File: config.mk
export PLATFORM = sky130hd
export DESIGN_NAME = crPipeTop
export DESIGN_NICKNAME = d
export VERILOG_FILES = /design/src/common/crPkg.sv /design/src/logic/crDecode.sv /design/src/logic/crExecute.sv /design/src/regcr/crRegFile.sv /design/src/logic/crPipeTop.sv
export SDC_FILE = /design/constraint.sdc
export NUM_CORES = 2
export LEC_CHECK = 0
export BUFFER_PORTS_ARGS = -buffer_cell sky130_fd_sc_hd__buf_2
export CORE_ASPECT_RATIO = 1.5
export CORE_MARGIN = 3
export CORE_UTILIZATION = 53
export CTS_BUF_LIST = sky130_fd_sc_hd__clkbuf_4 sky130_fd_sc_hd__clkbuf_8 sky130_fd_sc_hd__clkbuf_16
export CTS_CLUSTER_DIAMETER = 120
export DETAILED_ROUTE_END_ITERATION = 10
export GPL_ROUTABILITY_DRIVEN = 0
export PLACE_DENSITY = 0.76
export SYNTH_ARGS = -nofsm -noshare
export SYNTH_HDL_FRONTEND = slang
export SYNTH_SLANG_ARGS = --single-unit
File: constraint.sdc
create_clock -name clock -period 7.4 [get_ports clock]
set_input_delay 0.74 -clock clock [delete_from_list [all_inputs] [get_ports clock]]
set_output_delay 0.74 -clock clock [all_outputs]
set_load 0.005 [all_outputs]
File: src/common/crPkg.sv
// shared opcodes, register ids and widths of the control-register pipeline
// referenced by scoped name from decode, execute and the register file
`default_nettype none

package crPkg;

	// every register value and operand is this wide
	localparam int dataWidth = 64;

	// SR comes out of reset with only bit 30 set
	localparam logic [dataWidth-1:0] srResetValue = 64'h0000_0000_4000_0000;

	// instruction opcodes seen by the pipeline
	typedef enum logic [2:0]
	{
		opNop,
		opMovToCr,
		opMovFromCr,
		opOrCr,
		opAndCr
	} crOp;

	// control register ids
	// codes 8 to 14 are unassigned and behave like ZZR
	typedef enum logic [3:0]
	{
		crSr = 4'd0,
		crExsr,
		crLr,
		crVbr,
		crGbr,
		crTbr,
		crTea,
		crPc,
		crZzr = 4'd15
	} crId;

endpackage

`default_nettype wire

File: src/logic/crDecode.sv
// decode stage: latches one instruction per clock, keeps the program counter
// and asks the register file for the source register
`default_nettype none

module crDecode #(
	parameter int addrWidth = 48
)
(
	input  wire logic                          clock,
	input  wire logic                          reset,
	input  wire logic                          hold,
	input  wire crPkg::crOp                    instOp,
	input  wire crPkg::crId                    instId,
	input  wire logic [crPkg::dataWidth-1:0]   instValue,
	output crPkg::crOp                         decOp,
	output crPkg::crId                         decId,
	output logic [crPkg::dataWidth-1:0]        decValue,
	output logic [addrWidth-1:0]               decPc,
	output crPkg::crId                         readId
);

	// each real instruction is one 32-bit word
	localparam logic [addrWidth-1:0] pcStep = 4;

	logic [addrWidth-1:0] pc;

	// op and id are control state, the operand is payload
	always_ff @(posedge clock)
	begin
		if (reset)
		begin
			decOp <= crPkg::opNop;
			decId <= crPkg::crZzr;
			decPc <= '0;
			pc <= '0;
		end
		else if (!hold)
		begin
			decOp <= instOp;
			decId <= instId;
			// instruction keeps its own pc, before the advance
			decPc <= pc;
			if (instOp != crPkg::opNop)
			begin
				pc <= pc + pcStep;
			end
		end
	end

	always_ff @(posedge clock)
	begin
		if (!hold)
		begin
			decValue <= instValue;
		end
	end

	// nop and move-to need no source, so ask for ZZR
	always_comb
	begin
		if (decOp == crPkg::opNop || decOp == crPkg::opMovToCr)
			readId = crPkg::crZzr;
		else
			readId = decId;
	end

endmodule

`default_nettype wire

File: src/logic/crExecute.sv
// execute stages EX1 to EX3 for control-register instructions
// EX1 builds the write value, EX2 and EX3 carry it to write-back
`default_nettype none

module crExecute
(
	input  wire logic                          clock,
	input  wire logic                          reset,
	input  wire logic                          hold,
	input  wire logic                          squash,
	input  wire crPkg::crOp                    decOp,
	input  wire crPkg::crId                    decId,
	input  wire logic [crPkg::dataWidth-1:0]   decValue,
	input  wire logic [crPkg::dataWidth-1:0]   readData,
	output crPkg::crId                         ex1Id,
	output logic [crPkg::dataWidth-1:0]        ex1Value,
	output crPkg::crId                         ex2Id,
	output logic [crPkg::dataWidth-1:0]        ex2Value,
	output crPkg::crId                         ex3Id,
	output logic [crPkg::dataWidth-1:0]        ex3Value,
	output logic                               readValid,
	output logic [crPkg::dataWidth-1:0]        readValue
);

	// EX1 occupant
	crPkg::crOp                   ex1Op;
	crPkg::crId                   ex1Target;
	logic [crPkg::dataWidth-1:0]  ex1Operand;
	logic [crPkg::dataWidth-1:0]  ex1Old;

	// old value travelling with the write, reported from EX3
	logic                         ex2Report;
	logic [crPkg::dataWidth-1:0]  ex2Old;

	logic ex1Live;
	logic ex1Writes;
	logic ex1Reports;

	// squash only counts on an edge that moves the pipe
	assign ex1Live = (ex1Op != crPkg::opNop) && !(squash && !hold);
	assign ex1Writes = ex1Live && (ex1Op == crPkg::opMovToCr || ex1Op == crPkg::opOrCr ||
		ex1Op == crPkg::opAndCr);
	assign ex1Reports = ex1Live && (ex1Op == crPkg::opMovFromCr || ex1Op == crPkg::opOrCr ||
		ex1Op == crPkg::opAndCr);

	// read-modify-write result, the stage id decides if it lands
	always_comb
	begin
		case (ex1Op)
			crPkg::opOrCr:  ex1Value = ex1Old | ex1Operand;
			crPkg::opAndCr: ex1Value = ex1Old & ex1Operand;
			default:        ex1Value = ex1Operand;
		endcase
	end

	// non-writers and bubbles show up as ZZR
	assign ex1Id = ex1Writes ? ex1Target : crPkg::crZzr;

	always_ff @(posedge clock)
	begin
		if (reset)
		begin
			ex1Op <= crPkg::opNop;
			ex1Target <= crPkg::crZzr;
			ex2Id <= crPkg::crZzr;
			ex2Report <= 1'b0;
			ex3Id <= crPkg::crZzr;
			readValid <= 1'b0;
		end
		else if (!hold)
		begin
			ex1Op <= decOp;
			ex1Target <= decId;
			ex2Id <= ex1Id;
			ex2Report <= ex1Reports;
			ex3Id <= ex2Id;
			readValid <= ex2Report;
		end
	end

	// payload, frozen with the rest on hold
	always_ff @(posedge clock)
	begin
		if (!hold)
		begin
			ex1Operand <= decValue;
			ex1Old <= readData;
			ex2Value <= ex1Value;
			ex2Old <= ex1Old;
			ex3Value <= ex2Value;
			readValue <= ex2Old;
		end
	end

endmodule

`default_nettype wire

File: src/regcr/crRegFile.sv
// control register file: SR, EXSR, LR, VBR, GBR/FPSR, TBR, TEA
// combinational read with EX1..EX3 forwarding, write-back from EX3
`default_nettype none

module crRegFile #(
	parameter int addrWidth = 48
)
(
	input  wire logic                          clock,
	input  wire logic                          reset,
	input  wire logic                          hold,
	input  wire crPkg::crId                    readId,
	input  wire logic [addrWidth-1:0]          decPc,
	input  wire crPkg::crId                    ex1Id,
	input  wire logic [crPkg::dataWidth-1:0]   ex1Value,
	input  wire crPkg::crId                    ex2Id,
	input  wire logic [crPkg::dataWidth-1:0]   ex2Value,
	input  wire crPkg::crId                    ex3Id,
	input  wire logic [crPkg::dataWidth-1:0]   ex3Value,
	output logic [crPkg::dataWidth-1:0]        readData,
	output logic [crPkg::dataWidth-1:0]        srOut,
	output logic [crPkg::dataWidth-1:0]        lrOut,
	output logic [crPkg::dataWidth-1:0]        teaOut,
	output logic [addrWidth-1:0]               vbrOut,
	output logic [addrWidth-1:0]               gbrOut,
	output logic [15:0]                        fpsrOut
);

	// upper 16 bits hold the control half of VBR and FPSR of GBR
	localparam int ctlLsb = crPkg::dataWidth - 16;
	localparam logic [crPkg::dataWidth-1:0] addrMask =
		{crPkg::dataWidth{1'b1}} >> (crPkg::dataWidth - addrWidth);
	localparam logic [crPkg::dataWidth-1:0] ctlMask = ~({crPkg::dataWidth{1'b1}} >> 16);

	logic [crPkg::dataWidth-1:0] srReg;
	logic [crPkg::dataWidth-1:0] exsrReg;
	logic [crPkg::dataWidth-1:0] lrReg;
	logic [crPkg::dataWidth-1:0] teaReg;
	logic [addrWidth-1:0]        vbrReg;
	logic [addrWidth-1:0]        gbrReg;
	logic [addrWidth-1:0]        tbrReg;
	logic [15:0]                 vbrCm;
	logic [15:0]                 fpsrReg;

	logic [crPkg::dataWidth-1:0] storedValue;
	logic                        readIsStored;

	function automatic logic [crPkg::dataWidth-1:0] ptrExt(input logic [addrWidth-1:0] p);
		return {{(crPkg::dataWidth - addrWidth){1'b0}}, p};
	endfunction

	// shape a pending write the way a read of the stored register would see it
	function automatic logic [crPkg::dataWidth-1:0] asStored(input crPkg::crId id,
		input logic [crPkg::dataWidth-1:0] v);
		case (id)
			crPkg::crVbr, crPkg::crGbr: return (v & ctlMask) | (v & addrMask);
			crPkg::crTbr:               return v & addrMask;
			default:                    return v;
		endcase
	endfunction

	assign srOut = srReg;
	assign lrOut = lrReg;
	assign teaOut = teaReg;
	assign vbrOut = vbrReg;
	assign gbrOut = gbrReg;
	assign fpsrOut = fpsrReg;

	// only real storage forwards, PC/ZZR/unassigned never do
	assign readIsStored = (readId == crPkg::crSr) || (readId == crPkg::crExsr) ||
		(readId == crPkg::crLr) || (readId == crPkg::crVbr) || (readId == crPkg::crGbr) ||
		(readId == crPkg::crTbr) || (readId == crPkg::crTea);

	always_comb
	begin
		case (readId)
			crPkg::crSr:   storedValue = srReg;
			crPkg::crExsr: storedValue = exsrReg;
			crPkg::crLr:   storedValue = lrReg;
			crPkg::crVbr:  storedValue = {vbrCm, {ctlLsb{1'b0}}} | ptrExt(vbrReg);
			crPkg::crGbr:  storedValue = {fpsrReg, {ctlLsb{1'b0}}} | ptrExt(gbrReg);
			crPkg::crTbr:  storedValue = ptrExt(tbrReg);
			crPkg::crTea:  storedValue = teaReg;
			// pc of the instruction in decode
			crPkg::crPc:   storedValue = ptrExt(decPc);
			default:       storedValue = '0;
		endcase
		readData = storedValue;
		// oldest first so EX1 ends up on top
		if (readIsStored && readId == ex3Id)
			readData = asStored(ex3Id, ex3Value);
		if (readIsStored && readId == ex2Id)
			readData = asStored(ex2Id, ex2Value);
		if (readIsStored && readId == ex1Id)
			readData = asStored(ex1Id, ex1Value);
	end

	// EX3 write-back, held with the pipe
	always_ff @(posedge clock)
	begin
		if (reset)
		begin
			srReg <= crPkg::srResetValue;
			exsrReg <= '0;
			lrReg <= '0;
			teaReg <= '0;
			vbrReg <= '0;
			gbrReg <= '0;
			tbrReg <= '0;
			vbrCm <= '0;
			fpsrReg <= '0;
		end
		else if (!hold)
		begin
			case (ex3Id)
				crPkg::crSr:   srReg <= ex3Value;
				crPkg::crExsr: exsrReg <= ex3Value;
				crPkg::crLr:   lrReg <= ex3Value;
				crPkg::crTea:  teaReg <= ex3Value;
				crPkg::crTbr:  tbrReg <= ex3Value[addrWidth-1:0];
				crPkg::crVbr:
				begin
					vbrReg <= ex3Value[addrWidth-1:0];
					vbrCm <= ex3Value[ctlLsb +: 16];
				end
				crPkg::crGbr:
				begin
					gbrReg <= ex3Value[addrWidth-1:0];
					fpsrReg <= ex3Value[ctlLsb +: 16];
				end
				// PC, ZZR and unassigned ids drop the write
				default: ;
			endcase
		end
	end

endmodule

`default_nettype wire

File: src/logic/crPipeTop.sv
// top of the control-register pipeline: decode, EX1..EX3 and the register file
// instructions enter as level inputs, hold freezes everything
`default_nettype none

module crPipeTop #(
	parameter int addrWidth = 48
)
(
	input  wire logic                          clock,
	input  wire logic                          reset,
	input  wire logic                          hold,
	input  wire logic                          squash,
	input  wire crPkg::crOp                    instOp,
	input  wire crPkg::crId                    instId,
	input  wire logic [crPkg::dataWidth-1:0]   instValue,
	output logic                               readValid,
	output logic [crPkg::dataWidth-1:0]        readValue,
	output logic [crPkg::dataWidth-1:0]        srOut,
	output logic [crPkg::dataWidth-1:0]        lrOut,
	output logic [crPkg::dataWidth-1:0]        teaOut,
	output logic [addrWidth-1:0]               vbrOut,
	output logic [addrWidth-1:0]               gbrOut,
	output logic [15:0]                        fpsrOut
);

	// decode outputs
	crPkg::crOp                   decOp;
	crPkg::crId                   decId;
	logic [crPkg::dataWidth-1:0]  decValue;
	logic [addrWidth-1:0]         decPc;
	crPkg::crId                   readId;
	logic [crPkg::dataWidth-1:0]  readData;

	// stage ids and values for forwarding and write-back
	crPkg::crId                   ex1Id;
	logic [crPkg::dataWidth-1:0]  ex1Value;
	crPkg::crId                   ex2Id;
	logic [crPkg::dataWidth-1:0]  ex2Value;
	crPkg::crId                   ex3Id;
	logic [crPkg::dataWidth-1:0]  ex3Value;

	crDecode #(
		.addrWidth(addrWidth)
	) decode (
		.clock(clock),
		.reset(reset),
		.hold(hold),
		.instOp(instOp),
		.instId(instId),
		.instValue(instValue),
		.decOp(decOp),
		.decId(decId),
		.decValue(decValue),
		.decPc(decPc),
		.readId(readId)
	);

	crExecute execute (
		.clock(clock),
		.reset(reset),
		.hold(hold),
		.squash(squash),
		.decOp(decOp),
		.decId(decId),
		.decValue(decValue),
		.readData(readData),
		.ex1Id(ex1Id),
		.ex1Value(ex1Value),
		.ex2Id(ex2Id),
		.ex2Value(ex2Value),
		.ex3Id(ex3Id),
		.ex3Value(ex3Value),
		.readValid(readValid),
		.readValue(readValue)
	);

	crRegFile #(
		.addrWidth(addrWidth)
	) regFile (
		.clock(clock),
		.reset(reset),
		.hold(hold),
		.readId(readId),
		.decPc(decPc),
		.ex1Id(ex1Id),
		.ex1Value(ex1Value),
		.ex2Id(ex2Id),
		.ex2Value(ex2Value),
		.ex3Id(ex3Id),
		.ex3Value(ex3Value),
		.readData(readData),
		.srOut(srOut),
		.lrOut(lrOut),
		.teaOut(teaOut),
		.vbrOut(vbrOut),
		.gbrOut(gbrOut),
		.fpsrOut(fpsrOut)
	);

endmodule

`default_nettype wire

==> results_dict.tcl <==
set metrics [dict create \
    status "completed" \
    endpoint_kind "register" \
    critPathRequiredTime_ps 7900 \
    hold_class "input pin to register" \
    initial_core_util 0.537 \
    dp_hpwl_um 76300 \
    rsz0062_at_grt "false" \
    synth_top_family_by_area "simple AND/OR/NAND/NOR gates" \
    synth-edff-count 448 \
    clk_pin_slew_ps 60 \
    tritoncts "yes" \
    async_reset_ff_frac 0 \
    die_w_um 228 \
    fp.dieH_um 339 \
    critical_path_class "register to register" \
    start_kind "register" \
    hold-worst-slack_ps 255 \
    synth_area_leaders "edfxtp_1 (34%), dfxtp_1 (28%), nand2_1 (9.5%), a21oi_1 (6.4%), mux4_2 (2.6%)" \
    wl_per_cell_um 24.8 \
    cellPowerDensity_nw_per_um2 253 \
    ir_worst_vdd_uv 186 \
    wirelength_um 127000 \
    final_nets 4144 \
    synth_top_area_frac 0.344 \
    htreeDepth 3 \
    synth_area_um2 39100 \
    drt_first_pass_iters 8 \
    ys_top_cells_by_count "nand2_1 (994), dfxtp_1 (548), a21oi_1 (498)" \
    numClockSinks 996 \
    grt_pass1_vias 29900 \
    dieArea_um2 77100 \
    synth_xor_area_frac 0.0117 \
    critPathMaxFanout 25 \
    yosysWarnings 0 \
    finalSetupViolCount 0 \
    cts_buffers 93 \
    design.core.area_um2 72800 \
    p_leak_uw 0.0167 \
    gr-total-overflow 0 \
    setup_tns_ps 0 \
    grt_pass1_wl_um 186000 \
    yosysMostFrequentCell "nand2_1" \
    drtIter0Drc 3925 \
    ys_seq_area_frac 0.625 \
    hold_buffers 0 \
    synth_flop_cell "dfxtp_1" \
    via_per_inst 6.09 \
    synth_fa_ha_area_frac 0.000320 \
    drc_errors 0 \
    antenna_left 0 \
    worst_slew_pin_slew_ps 1250 \
    synth_cell_types 65 \
    syn_avg_cell_area_um2 10.3 \
    antenna_found_initial 11 \
    synth_nets 3882 \
    finalHoldViolCount 0 \
    clk-insertion-delay-late_ps 660 \
    synthSimpleGateAreaFrac 0.151 \
    synth_seq_cells 996 \
    synth_compound_area_frac 0.124 \
    io_pins 444 \
    synthCells 3806 \
    cp.arrival_ps 4190 \
    timing.final.crit_period_ps 3690 \
    slew_headroom 0.164 \
    fin_worst_skew_ps 29.2 \
    vias 31300 \
    fillCellCount 5894 \
    drive_gt1_frac 0.180 \
    port_buffers 443 \
    post_cts_resized 0 \
    grt_use_total 0.321 \
    post_cts_buffers 0 \
    fmax_ghz 0.271 \
    rows 121 \
    cts_root_buf "clkbuf_16" \
    area_delta_synth_final_pct 14.8 \
    grt_max_degree 210 \
    slew_violations 0 \
    drv_cap 0 \
    clockBufferDepth 3 \
    fin_crit_sh 0.499 \
    synthMuxAreaShare 0.0504 \
    yosys.area.top_type "edfxtp_1" \
]
-- critical path, stage by stage, from the launching register on --
cell	delay, ps
dfxtp_2	1040
nand2_1	460
nor3_2	700
buf_4	590
a22oi_1	190
nand3_1	200
a221oi_1	110
o21ai_0	200
-- sequential cells by signal (all words and copies together) (netlist names), 16 cells and up --
name / count
regFile.vbrCm: 16
execute.ex2Old: 64
decode.decPc: 46
regFile.vbrOut: 48
regFile.srOut: 64
regFile.fpsrOut: 16
regFile.lrOut: 64
execute.ex2Value: 64
execute.ex3Value: 64
execute.ex1Operand: 64
decode.decValue: 64
regFile.exsrReg: 64
execute.ex1Old: 64
regFile.tbrReg: 48
execute.readValue: 64
regFile.gbrOut: 48
regFile.teaOut: 64
decode.pc: 46
-- routing by layer --
metal  track usage  wire [um]
met1         0.386      45400
met2         0.523      60700
met3        0.0767      13600
met4         0.190       7780
met5             0          0
-- report_power, final --
part | internal (uW) | switching [uW]
clock network | 2810 | 2100
registers | 5940 | 148
logic | 102 | 230
total | 8850 | 2480
-- final timing paths --
| path | from | endpoint | slack, ps | cells past startpoint |
|---|---|---|---|---|
| setup / recovery | decode.decId[0]$_SDFFE_PP1N_ | execute.ex1Old[0]$_DFFE_PN_ | 3710 | 7 |
| hold / removal | instValue[2] | decode.decValue[2]$_DFFE_PN_ | 260 | 1 |
| setup reg to reg | decode.decId[0]$_SDFFE_PP1N_ | execute.ex1Old[0]$_DFFE_PN_ | 3710 | 7 |
| hold reg to reg | execute.ex2Old[57]$_DFFE_PN_ | execute.readValue[57]$_DFFE_PN_ | 410 | 0 |
-- cell families (layout without fill, tap and decap cells) --
family | count (synthesis) | in the layout
muxes | 140 | 140
and+or+nand+nor | 1455 | 1455
AOI/OAI and AO/OA | 840 | 840
buffers and inverters | 322 | 665
xor gates and xnor gates | 52 | 52
DFF | 996 | 996
other | 0 | 8
adders and majority gates | 1 | 1
-- layout by cell type, fill, tap and decap left out, drive strengths merged, types with 4 or more instances in the layout --
master	netlist	final
inv	6	9
mux4	45	45
and3	17	17
nand2b	5	5
nand2	994	994
nor2	249	249
or2	5	5
nor2b	20	20
nor3	15	15
a21oi	498	498
mux2	5	5
o311a	9	9
nand3	107	107
a221oi	58	58
mux2i	90	90
edfxtp	448	448
a22o	5	5
nand4	18	18
o22ai	9	9
dfxtp	548	548
a211oi	4	4
xor2	42	42
buf	95	483
diode	0	8
clkinv	0	25
clkbuf	221	140
and4	5	5
xnor2	10	10
nor4	5	5
and2	5	5
a22oi	97	97
o21ai	131	131
clkinvlp	0	5
-- layout make-up --
class / count / area, um^2 / share of cell area
Antenna cell: 8 / 20.0 / 0.000446
Inverter: 6 / 38.8 / 0.000865
Multi-Input combinational cell: 2488 / 13400 / 0.299
Tap cell: 984 / 1230 / 0.0275
Sequential cell: 996 / 24400 / 0.545
Clock buffer: 140 / 2880 / 0.0642
Timing Repair Buffer: 483 / 2550 / 0.0570
Clock inverter: 36 / 285 / 0.00636
-- metrics by stage --
step / cells / utilization / worst slack, ps / instance area, um^2 / power (uW)
2_1_floorplan: 3806 / - / 2040 / 39100 / 6370
3_3_place_gp: 4957 / 0.572 / 3510 / 41700 / 6520
3_5_place_dp: 4957 / 0.572 / 3440 / 41700 / 6530
4_1_cts: 5133 / 0.616 / 3820 / 44800 / 11400
5_1_grt: 5141 / 0.616 / 3590 / 44800 / 11600
6_report: 5141 / 0.616 / 3710 / 44800 / 11300
Power figures use the tool's default switching activity.
